==> src/hw/cam_bist_pkg.sv <==
// Widths, word types, op/request/response structs and sequencer state enum
`default_nettype none

package cam_bist_pkg;

   // --------------------------------------------------
   // Default sizes
   // --------------------------------------------------
   // Bits per CAM word
   localparam int unsigned DATA_W = 16;
   // Number of CAM entries
   localparam int unsigned DEPTH  = 8;

   // --------------------------------------------------
   // Plain vector types
   // --------------------------------------------------
   typedef logic [DATA_W-1:0] data_t;
   // One hit bit per entry
   typedef logic [DEPTH-1:0]  match_t;
   typedef logic [2:0]        addr_t;
   // Covers 2*(DATA_W+1) searches of both passes
   typedef logic [5:0]        srch_idx_t;
   typedef logic [5:0]        fail_cnt_t;

   typedef enum logic {
      op_write,
      op_search
   } op_kind_t;

   // --------------------------------------------------
   // Stage payloads
   // --------------------------------------------------
   // Sequencer to input handler
   typedef struct packed {
      op_kind_t  kind;
      addr_t     addr;
      // Background word, not yet inverted
      data_t     wr_data;
      // Pass bit selecting the inverted background
      logic      inv;
      logic      mask_en;
      // Step the one-hot mask after this search
      logic      rotate;
      srch_idx_t srch_idx;
   } bist_op_t;

   // Input handler to CAM array
   typedef struct packed {
      op_kind_t  kind;
      addr_t     addr;
      // Write word or compare key
      data_t     data;
      logic      mask_en;
      srch_idx_t srch_idx;
   } cam_req_t;

   // CAM array to checker
   typedef struct packed {
      // Set only for search responses
      logic      srch;
      match_t    match;
      logic      mask_en;
      srch_idx_t srch_idx;
   } cam_rsp_t;

   typedef enum logic [2:0] {
      s_idle,
      s_write,
      s_search_unmasked,
      s_search_masked,
      s_done
   } seq_state_t;

endpackage

`default_nettype wire

==> src/hw/cam_array.sv <==
// Binary CAM storage with write, registered parallel search and stuck-at fault injection
`default_nettype none

module cam_array
   import cam_bist_pkg::*;
#(
   parameter int unsigned DATA_W = cam_bist_pkg::DATA_W,
   parameter int unsigned DEPTH  = cam_bist_pkg::DEPTH
) (
   input  logic                      bist_clk,
   input  logic                      rst_b,
   input  logic                      req_valid,
   output logic                      req_ready,
   input  cam_req_t                  req,
   input  logic                      fault_en,
   input  addr_t                     fault_addr,
   input  logic [$clog2(DATA_W)-1:0] fault_bit,
   input  logic                      fault_val,
   output logic                      rsp_valid,
   output cam_rsp_t                  rsp
);

   // Stored words
   data_t            mem [DEPTH];
   // Stored words as seen by the compare logic
   data_t            view [DEPTH];
   logic [DEPTH-1:0] hit;
   logic             accept;

   // Array never stalls
   assign req_ready = 1'b1;
   assign accept    = req_valid && req_ready;

   // --------------------------------------------------
   // Write port
   // --------------------------------------------------
   always_ff @(posedge bist_clk) begin
      if (accept && req.kind == op_write) begin
         mem[req.addr] <= req.data;
      end
   end

   // --------------------------------------------------
   // Fault overlay and match lines
   // --------------------------------------------------
   always_comb begin
      for (int i = 0; i < DEPTH; i++) begin
         view[i] = mem[i];
         // Stuck-at cell overrides whatever was written
         if (fault_en && fault_addr == addr_t'(i)) begin
            view[i][fault_bit] = fault_val;
         end
         // Full-word equality per entry
         hit[i] = (view[i] == req.data);
      end
   end

   // --------------------------------------------------
   // Response register
   // --------------------------------------------------
   always_ff @(posedge bist_clk) begin
      if (!rst_b) begin
         rsp_valid <= 1'b0;
      end else begin
         rsp_valid <= accept;
      end
   end

   always_ff @(posedge bist_clk) begin
      if (accept) begin
         // Writes come back flagged as non-search
         rsp.srch     <= (req.kind == op_search);
         rsp.match    <= hit;
         rsp.mask_en  <= req.mask_en;
         rsp.srch_idx <= req.srch_idx;
      end
   end

endmodule

`default_nettype wire

==> src/hw/cam_bist_checker.sv <==
// Match vector checker with fail counter, first failing search index and sticky fail flag
`default_nettype none

module cam_bist_checker
   import cam_bist_pkg::*;
#(
   parameter int unsigned DEPTH = cam_bist_pkg::DEPTH
) (
   input  logic      bist_clk,
   input  logic      rst_b,
   input  logic      rsp_valid,
   input  cam_rsp_t  rsp,
   input  logic      start,
   output logic      fail,
   output fail_cnt_t fail_cnt,
   output srch_idx_t first_fail
);

   logic [DEPTH-1:0] exp_match;
   logic             mismatch;

   // --------------------------------------------------
   // Expected vector
   // --------------------------------------------------
   // Unmasked key equals every entry while a masked key equals none
   assign exp_match = rsp.mask_en ? '0 : '1;

   // Writes never count
   assign mismatch = rsp_valid && rsp.srch && (rsp.match != match_t'(exp_match));

   // --------------------------------------------------
   // Result registers
   // --------------------------------------------------
   always_ff @(posedge bist_clk) begin
      if (!rst_b) begin
         fail       <= 1'b0;
         fail_cnt   <= '0;
         first_fail <= '0;
      end else if (start) begin
         // A new run forgets previous results
         fail       <= 1'b0;
         fail_cnt   <= '0;
         first_fail <= '0;
      end else if (mismatch) begin
         fail_cnt <= fail_cnt + 1'b1;
         // Only the first failing search is kept
         if (!fail) begin
            first_fail <= rsp.srch_idx;
            fail       <= 1'b1;
         end
      end
   end

endmodule

`default_nettype wire

==> src/hw/cam_bist_inhandler.sv <==
// BIST input handler stage with rotating compare mask, data inversion and key register
`default_nettype none

module cam_bist_inhandler
   import cam_bist_pkg::*;
#(
   parameter int unsigned DATA_W = cam_bist_pkg::DATA_W
) (
   input  logic     bist_clk,
   input  logic     rst_b,
   input  logic     op_valid,
   output logic     op_ready,
   input  bist_op_t op,
   output logic     req_valid,
   input  logic     req_ready,
   output cam_req_t req
);

   // One-hot mask selecting the bit flipped by a masked search
   logic [DATA_W-1:0] mask;
   data_t             inv_data;
   data_t             key;
   logic              take;

   // Register slot free or draining this cycle
   assign op_ready = !req_valid || req_ready;
   assign take     = op_valid && op_ready;

   // --------------------------------------------------
   // Compare data generation
   // --------------------------------------------------
   // Pass bit flips the whole background
   assign inv_data = op.wr_data ^ {DATA_W{op.inv}};
   // Masked search flips one bit so no entry should match
   assign key      = inv_data ^ (mask & {DATA_W{op.mask_en}});

   // --------------------------------------------------
   // Mask rotation
   // --------------------------------------------------
   always_ff @(posedge bist_clk) begin
      if (!rst_b) begin
         mask <= DATA_W'(1);
      end else if (take && op.kind == op_search && op.mask_en && op.rotate) begin
         // Shift left with the MSB wrapping into bit 0
         mask <= {mask[DATA_W-2:0], mask[DATA_W-1]};
      end
   end

   // --------------------------------------------------
   // Output register stage
   // --------------------------------------------------
   always_ff @(posedge bist_clk) begin
      if (!rst_b) begin
         req_valid <= 1'b0;
      end else if (take) begin
         req_valid <= 1'b1;
      end else if (req_ready) begin
         req_valid <= 1'b0;
      end
   end

   always_ff @(posedge bist_clk) begin
      if (take) begin
         req.kind     <= op.kind;
         req.addr     <= op.addr;
         // Writes store the plain inverted word
         req.data     <= (op.kind == op_write) ? inv_data : key;
         req.mask_en  <= op.mask_en;
         req.srch_idx <= op.srch_idx;
      end
   end

endmodule

`default_nettype wire

==> src/hw/cam_bist_sequencer.sv <==
// Test sequencer FSM issuing write and search ops over a true and an inverted pass
`default_nettype none

module cam_bist_sequencer
   import cam_bist_pkg::*;
#(
   parameter int unsigned DATA_W = cam_bist_pkg::DATA_W,
   parameter int unsigned DEPTH  = cam_bist_pkg::DEPTH
) (
   input  logic     bist_clk,
   input  logic     rst_b,
   input  logic     start,
   input  data_t    bg_pattern,
   output logic     op_valid,
   input  logic     op_ready,
   output bist_op_t op,
   output logic     done
);

   localparam int unsigned BIT_W = $clog2(DATA_W);
   localparam addr_t LAST_ADDR = addr_t'(DEPTH - 1);
   localparam logic [BIT_W-1:0] LAST_BIT = BIT_W'(DATA_W - 1);

   seq_state_t       state;
   logic             pass;
   addr_t            entry_cnt;
   logic [BIT_W-1:0] bit_cnt;
   srch_idx_t        srch_idx;
   // Counts cycles while the pipeline drains
   logic [1:0]       drain_cnt;
   data_t            bg_q;
   logic             fire;

   assign fire = op_valid && op_ready;

   // --------------------------------------------------
   // State and counters
   // --------------------------------------------------
   always_ff @(posedge bist_clk) begin
      if (!rst_b) begin
         state     <= s_idle;
         pass      <= 1'b0;
         entry_cnt <= '0;
         bit_cnt   <= '0;
         srch_idx  <= '0;
         drain_cnt <= '0;
      end else begin
         unique case (state)
            s_idle: begin
               // Start only matters here
               if (start) begin
                  state     <= s_write;
                  pass      <= 1'b0;
                  entry_cnt <= '0;
                  bit_cnt   <= '0;
                  srch_idx  <= '0;
               end
            end
            s_write: begin
               if (fire) begin
                  if (entry_cnt == LAST_ADDR) begin
                     entry_cnt <= '0;
                     state     <= s_search_unmasked;
                  end else begin
                     entry_cnt <= entry_cnt + 1'b1;
                  end
               end
            end
            s_search_unmasked: begin
               // Single full-word compare that every entry should hit
               if (fire) begin
                  srch_idx <= srch_idx + 1'b1;
                  state    <= s_search_masked;
               end
            end
            s_search_masked: begin
               if (fire) begin
                  srch_idx <= srch_idx + 1'b1;
                  if (bit_cnt == LAST_BIT) begin
                     bit_cnt <= '0;
                     // Second pass ends the run
                     if (pass) begin
                        state     <= s_done;
                        drain_cnt <= '0;
                     end else begin
                        pass  <= 1'b1;
                        state <= s_write;
                     end
                  end else begin
                     bit_cnt <= bit_cnt + 1'b1;
                  end
               end
            end
            s_done: begin
               if (drain_cnt == 2'd3) begin
                  state <= s_idle;
               end else begin
                  drain_cnt <= drain_cnt + 1'b1;
               end
            end
            default: state <= s_idle;
         endcase
      end
   end

   // Background captured once per run
   always_ff @(posedge bist_clk) begin
      if (state == s_idle && start) begin
         bg_q <= bg_pattern;
      end
   end

   // --------------------------------------------------
   // Operation output
   // --------------------------------------------------
   assign op_valid = (state == s_write) || (state == s_search_unmasked) ||
                     (state == s_search_masked);

   always_comb begin
      op          = '0;
      op.kind     = (state == s_write) ? op_write : op_search;
      op.addr     = entry_cnt;
      op.wr_data  = bg_q;
      op.inv      = pass;
      op.mask_en  = (state == s_search_masked);
      // Every masked search steps the mask
      op.rotate   = (state == s_search_masked);
      op.srch_idx = srch_idx;
   end

   // Pulse three cycles after the last search left
   assign done = (state == s_done) && (drain_cnt == 2'd3);

endmodule

`default_nettype wire

==> src/hw/cam_bist_top.sv <==
// CAM BIST top level chaining sequencer, input handler, CAM array and checker
`default_nettype none

module cam_bist_top
   import cam_bist_pkg::*;
#(
   parameter int unsigned DATA_W = cam_bist_pkg::DATA_W,
   parameter int unsigned DEPTH  = cam_bist_pkg::DEPTH
) (
   input  logic                      bist_clk,
   input  logic                      rst_b,
   input  logic                      start,
   input  data_t                     bg_pattern,
   input  logic                      fault_en,
   input  addr_t                     fault_addr,
   input  logic [$clog2(DATA_W)-1:0] fault_bit,
   input  logic                      fault_val,
   output logic                      done,
   output logic                      fail,
   output fail_cnt_t                 fail_cnt,
   output srch_idx_t                 first_fail
);

   // --------------------------------------------------
   // Stage links
   // --------------------------------------------------
   logic     op_valid;
   logic     op_ready;
   bist_op_t op;
   logic     req_valid;
   logic     req_ready;
   cam_req_t req;
   logic     rsp_valid;
   cam_rsp_t rsp;

   cam_bist_sequencer #(
      .DATA_W (DATA_W),
      .DEPTH  (DEPTH)
   ) u_sequencer (
      .bist_clk   (bist_clk),
      .rst_b      (rst_b),
      .start      (start),
      .bg_pattern (bg_pattern),
      .op_valid   (op_valid),
      .op_ready   (op_ready),
      .op         (op),
      .done       (done)
   );

   cam_bist_inhandler #(
      .DATA_W (DATA_W)
   ) u_inhandler (
      .bist_clk  (bist_clk),
      .rst_b     (rst_b),
      .op_valid  (op_valid),
      .op_ready  (op_ready),
      .op        (op),
      .req_valid (req_valid),
      .req_ready (req_ready),
      .req       (req)
   );

   cam_array #(
      .DATA_W (DATA_W),
      .DEPTH  (DEPTH)
   ) u_cam_array (
      .bist_clk   (bist_clk),
      .rst_b      (rst_b),
      .req_valid  (req_valid),
      .req_ready  (req_ready),
      .req        (req),
      .fault_en   (fault_en),
      .fault_addr (fault_addr),
      .fault_bit  (fault_bit),
      .fault_val  (fault_val),
      .rsp_valid  (rsp_valid),
      .rsp        (rsp)
   );

   // Start also clears the previous results
   cam_bist_checker #(
      .DEPTH (DEPTH)
   ) u_checker (
      .bist_clk   (bist_clk),
      .rst_b      (rst_b),
      .rsp_valid  (rsp_valid),
      .rsp        (rsp),
      .start      (start),
      .fail       (fail),
      .fail_cnt   (fail_cnt),
      .first_fail (first_fail)
   );

endmodule

`default_nettype wire

==> config.mk <==
export PLATFORM = sky130hd
export DESIGN_NAME = cam_bist_top
export DESIGN_NICKNAME = d
export VERILOG_FILES = /design/src/hw/cam_bist_pkg.sv /design/src/hw/cam_array.sv /design/src/hw/cam_bist_checker.sv /design/src/hw/cam_bist_inhandler.sv /design/src/hw/cam_bist_sequencer.sv /design/src/hw/cam_bist_top.sv
export SDC_FILE = /design/constraint.sdc
export NUM_CORES = 1
export LEC_CHECK = 0
export ABC_AREA = 1
export BUFFER_PORTS_ARGS = -buffer_cell sky130_fd_sc_hd__buf_2
export CAP_MARGIN = 20
export CORE_MARGIN = 2
export CORE_UTILIZATION = 42
export CTS_CLUSTER_SIZE = 40
export DETAILED_ROUTE_END_ITERATION = 8
export PLACE_DENSITY = 0.65
export REMOVE_ABC_BUFFERS = 1
export SLEW_MARGIN = 40
export SYNTH_ARGS = -nofsm -noshare
export SYNTH_HDL_FRONTEND = slang
export SYNTH_SLANG_ARGS = --single-unit
==> constraint.sdc <==
create_clock -name bist_clk -period 2.1 [get_ports bist_clk]
set_input_delay 0.315 -clock bist_clk [delete_from_list [all_inputs] [get_ports bist_clk]]
set_output_delay 0.315 -clock bist_clk [all_outputs]
set_load 0.02 [all_outputs]
==> results by group <==
Global route
  • GRT Total Usage: 24.4%
  • First-pass GRT wire length: 59,200 microns
  • Number of global-route vias before repair: 10,900
  • Largest net degree at the start of global routing: 28
  • GRT overflow: 0
  • Initial antenna violation count: 0

Clock tree
  • H-tree lvl count: 1
  • Deepest clock path buffer count: 3
  • CTS tree: yes
  • CTS root buf: clkbuf_16
  • CTS Buf Count: 27
  • CTS clk-pin slew, worst paths: roughly 0.060 ns
  • Resize count post-CTS: 0
  • Clk Latency, worst-skew pair: about 0.54 ns
  • Sink Count: 237

Pwr
  • Lkg Pwr: 6.32 nW
  • Total chip power: around 15 mW
  • Peak VDD IR: 809 uV
  • PD cells: roughly 980 nW/um^2

Route
  • Vias: 11,700
  • Avg WL per Cell: 17.4 microns
  • Drc violations: 0
  • DRT Pass-1 Iters: 6
  • Number of vias per cell: ~5.3
  • DRT Wirelength: approximately 38,000 microns
  • 1st-iter DRT viols: 1,277
  • Post-route ant nets: 0

Final layout
  • Layout Nets: roughly 1,800
  • Fill count: between 2,000 and 3,000
  • Share of cells above drive strength 1: 11.4%
  • Final cell count without fillers: roughly 2,200
  • FF/Latch Area: 6620 sq um
  • Multi-input logic area: ~5500 sq um
  • Most common cell after layout, fill and taps aside: nand2_1
  • Commonest cells after routing, fill and taps aside: nand2_1, edfxtp_1, nand3_1
  • Antenna cells: 0
  • Area growth, synth to finish: 18.1%

Timing
  • Max Transition Viols Final: 0
  • Count of final hold-check violations: 0
  • Setup slack after layout: between 0.2 and 0.25 ns
  • Worst-margin pin slew: 0.531 ns
  • # setup viols final: 0
  • Headroom to the max-slew limit: 64.4%
  • Setup Skew: around 0.020 ns
  • Min Tclk post-route: 1.87 ns
  • Fmax: 534 MHz
  • Final worst-path cycle share: 89.2%
  • Unrepaired setup endpoints after global routing: no

Run
  • MaxCap Viol Count: 0

Critical path
  • CP max-delay cell: dfxtp_1
  • Critical Path Start Type: flip-flop
  • Most common cell on crit path: nor2_1
  • Crit path max fanout: 5
  • CP arrival: 1.56 ns
  • Critical Path End Type: primary output
  • CP max stage delay: ~0.35 ns
  • WP data required: 1.78 ns
  • Worst path cell trace: nor2_1 > nand2_1 > nor2_1 > buf_2
  • Crit Path Category: reg -> out

Placed design
  • Placer Congestion: 1.00
  • Placed Cells: 2,128
  • DP Wirelength: 26,400 microns
  • I/O Buffers: 41
  • Place WS: -0.110 ns

Status
  • Status: finished, final reports clean

Synthesis
  • Sequential-to-total area share from yosys stat: 52.3%
  • Cells after synthesis: 1,651
  • Cell Area, Synth: 12,700 sq um
  • Yosys warns: 0
  • Synth cell types: 28
  • Yosys reg bits: 237
  • Syn_area_per_cell: 7.67 sq um

Die
  • Top Ports: 42
  • Core Area: between 20,000 and 30,000 sq um
  • Die H: 178 microns
  • Die X: 178 microns
  • Die area: 31,500 sq um
  • # rows: 63
  • Starting density of the core: 42.7%

Worst hold path
  • Worst min-delay path category: in -> reg
routing by layer:
layer | up-vias | wire length [microns] | track usage [%]
li1 | 5656 | - | -
met1 | 5412 | 15800 | 33.0
met2 | 537 | 17600 | 40.2
met3 | 94 | 3290 | 3.23
met4 | 0 | 1470 | 9.05
met5 | - | 0 | 0
area by class of cell:
cell class	count	area share (%)
Inverter	89	2.23
Clock buffer	39	5.02
Sequential cell	237	44.2
Multi-Input combinational cell	1278	37.0
Timing Repair Buffer	150	7.87
Clock inverter	10	0.360
Tap cell	390	3.26
report_power, final:
part	leakage [nW]	internal, mW	switching [mW]
Combinational	3.81	1.13	2.71
Clock	0.389	2.47	1.86
Sequential	2.12	6.07	0.333
registers in the layout (all words and copies together), names as in the netlist:
name                   count
u_sequencer.bit_cnt        4
u_sequencer.drain_cnt      2
u_checker.fail_cnt         6
u_inhandler.mask          16
u_cam_array.rsp_valid      1
u_cam_array.rsp           16
u_checker.fail             1
u_inhandler.req_valid      1
u_sequencer.srch_idx       6
u_sequencer.pass           1
u_sequencer.bg_q          16
u_sequencer.entry_cnt      3
u_sequencer.state          3
u_inhandler.req           27
u_cam_array.mem          128
u_checker.first_fail       6
cell families after synthesis:
| kind of cell | count (synthesis) | synth area share [%] |
|---|---|---|
| AOI/OAI and AO/OA | 125 | 4.99 |
| DFF | 237 | 52.3 |
| xor gates and xnor gates | 33 | 2.28 |
| buffers and inverters | 136 | 4.25 |
| adders and majority gates | 6 | 0.593 |
| and+or+nand+nor | 1114 | 35.6 |
worst max-delay path, delay by kind of cell (launching register included):
| kind | cells | cell delay [ns] |
|---|---|---|
| simple gates | 3 | 0.52 |
| buf+inv | 1 | 0.17 |
| flops | 1 | 0.35 |
cell usage after synthesis:
master,instances,share of area (%)
nor2_2,8,0.40
inv_2,3,0.089
xor2_1,16,1.1
clkinv_1,1,0.030
o21ai_0,78,3.1
nor3_2,1,0.079
edfxtp_1,187,44
buf_1,1,0.030
nor2_4,9,0.80
nand3_1,167,6.6
inv_1,85,2.5
clkbuf_1,26,0.77
a211oi_1,1,0.059
and3_1,1,0.049
a21oi_1,44,1.7
dfxtp_1,50,7.9
a31oi_1,1,0.049
nor3_1,7,0.28
nand4_1,2,0.099
nand2_1,807,24
nand2_2,2,0.099
buf_4,1,0.059
nor2_1,109,3.2
or2_2,1,0.049
o211ai_1,1,0.059
buf_2,19,0.75
xnor2_1,17,1.2
ha_1,6,0.59
what timing repair did:
item,in CTS,in global routing
setup buffers,0,0
endpoints found under the hold margin,16,0
hold buffers,16,0
setup endpoints to repair,0,0
metrics by stage:
stage          setup TNS [ns]  cell area, sq um  hold WS (ns)  utilization (%)
2_1_floorplan               0             12500         0.399                -
3_3_place_gp           -0.263             14000         0.402             47.2
3_5_place_dp           -0.430             14000         0.407             47.2
4_1_cts                     0             15000        0.0861             50.5
5_1_grt                     0             15000         0.107             50.5
6_report                    0             15000         0.102             50.5
path summary, 6_finish.rpt:
path	startpoint	endpoint	slack (ns)	depth (start not counted)
setup / recovery	u_sequencer.state[0]	done	0.23	4
hold / removal	rst_b	u_inhandler.mask[0]	0.10	2
setup reg to reg	u_cam_array.rsp[13]	u_checker.first_fail[2]	0.33	7
hold reg to reg	u_inhandler.req[0]	u_cam_array.rsp[0]	0.42	0
Note: power is estimated with default switching activity, not from simulation.
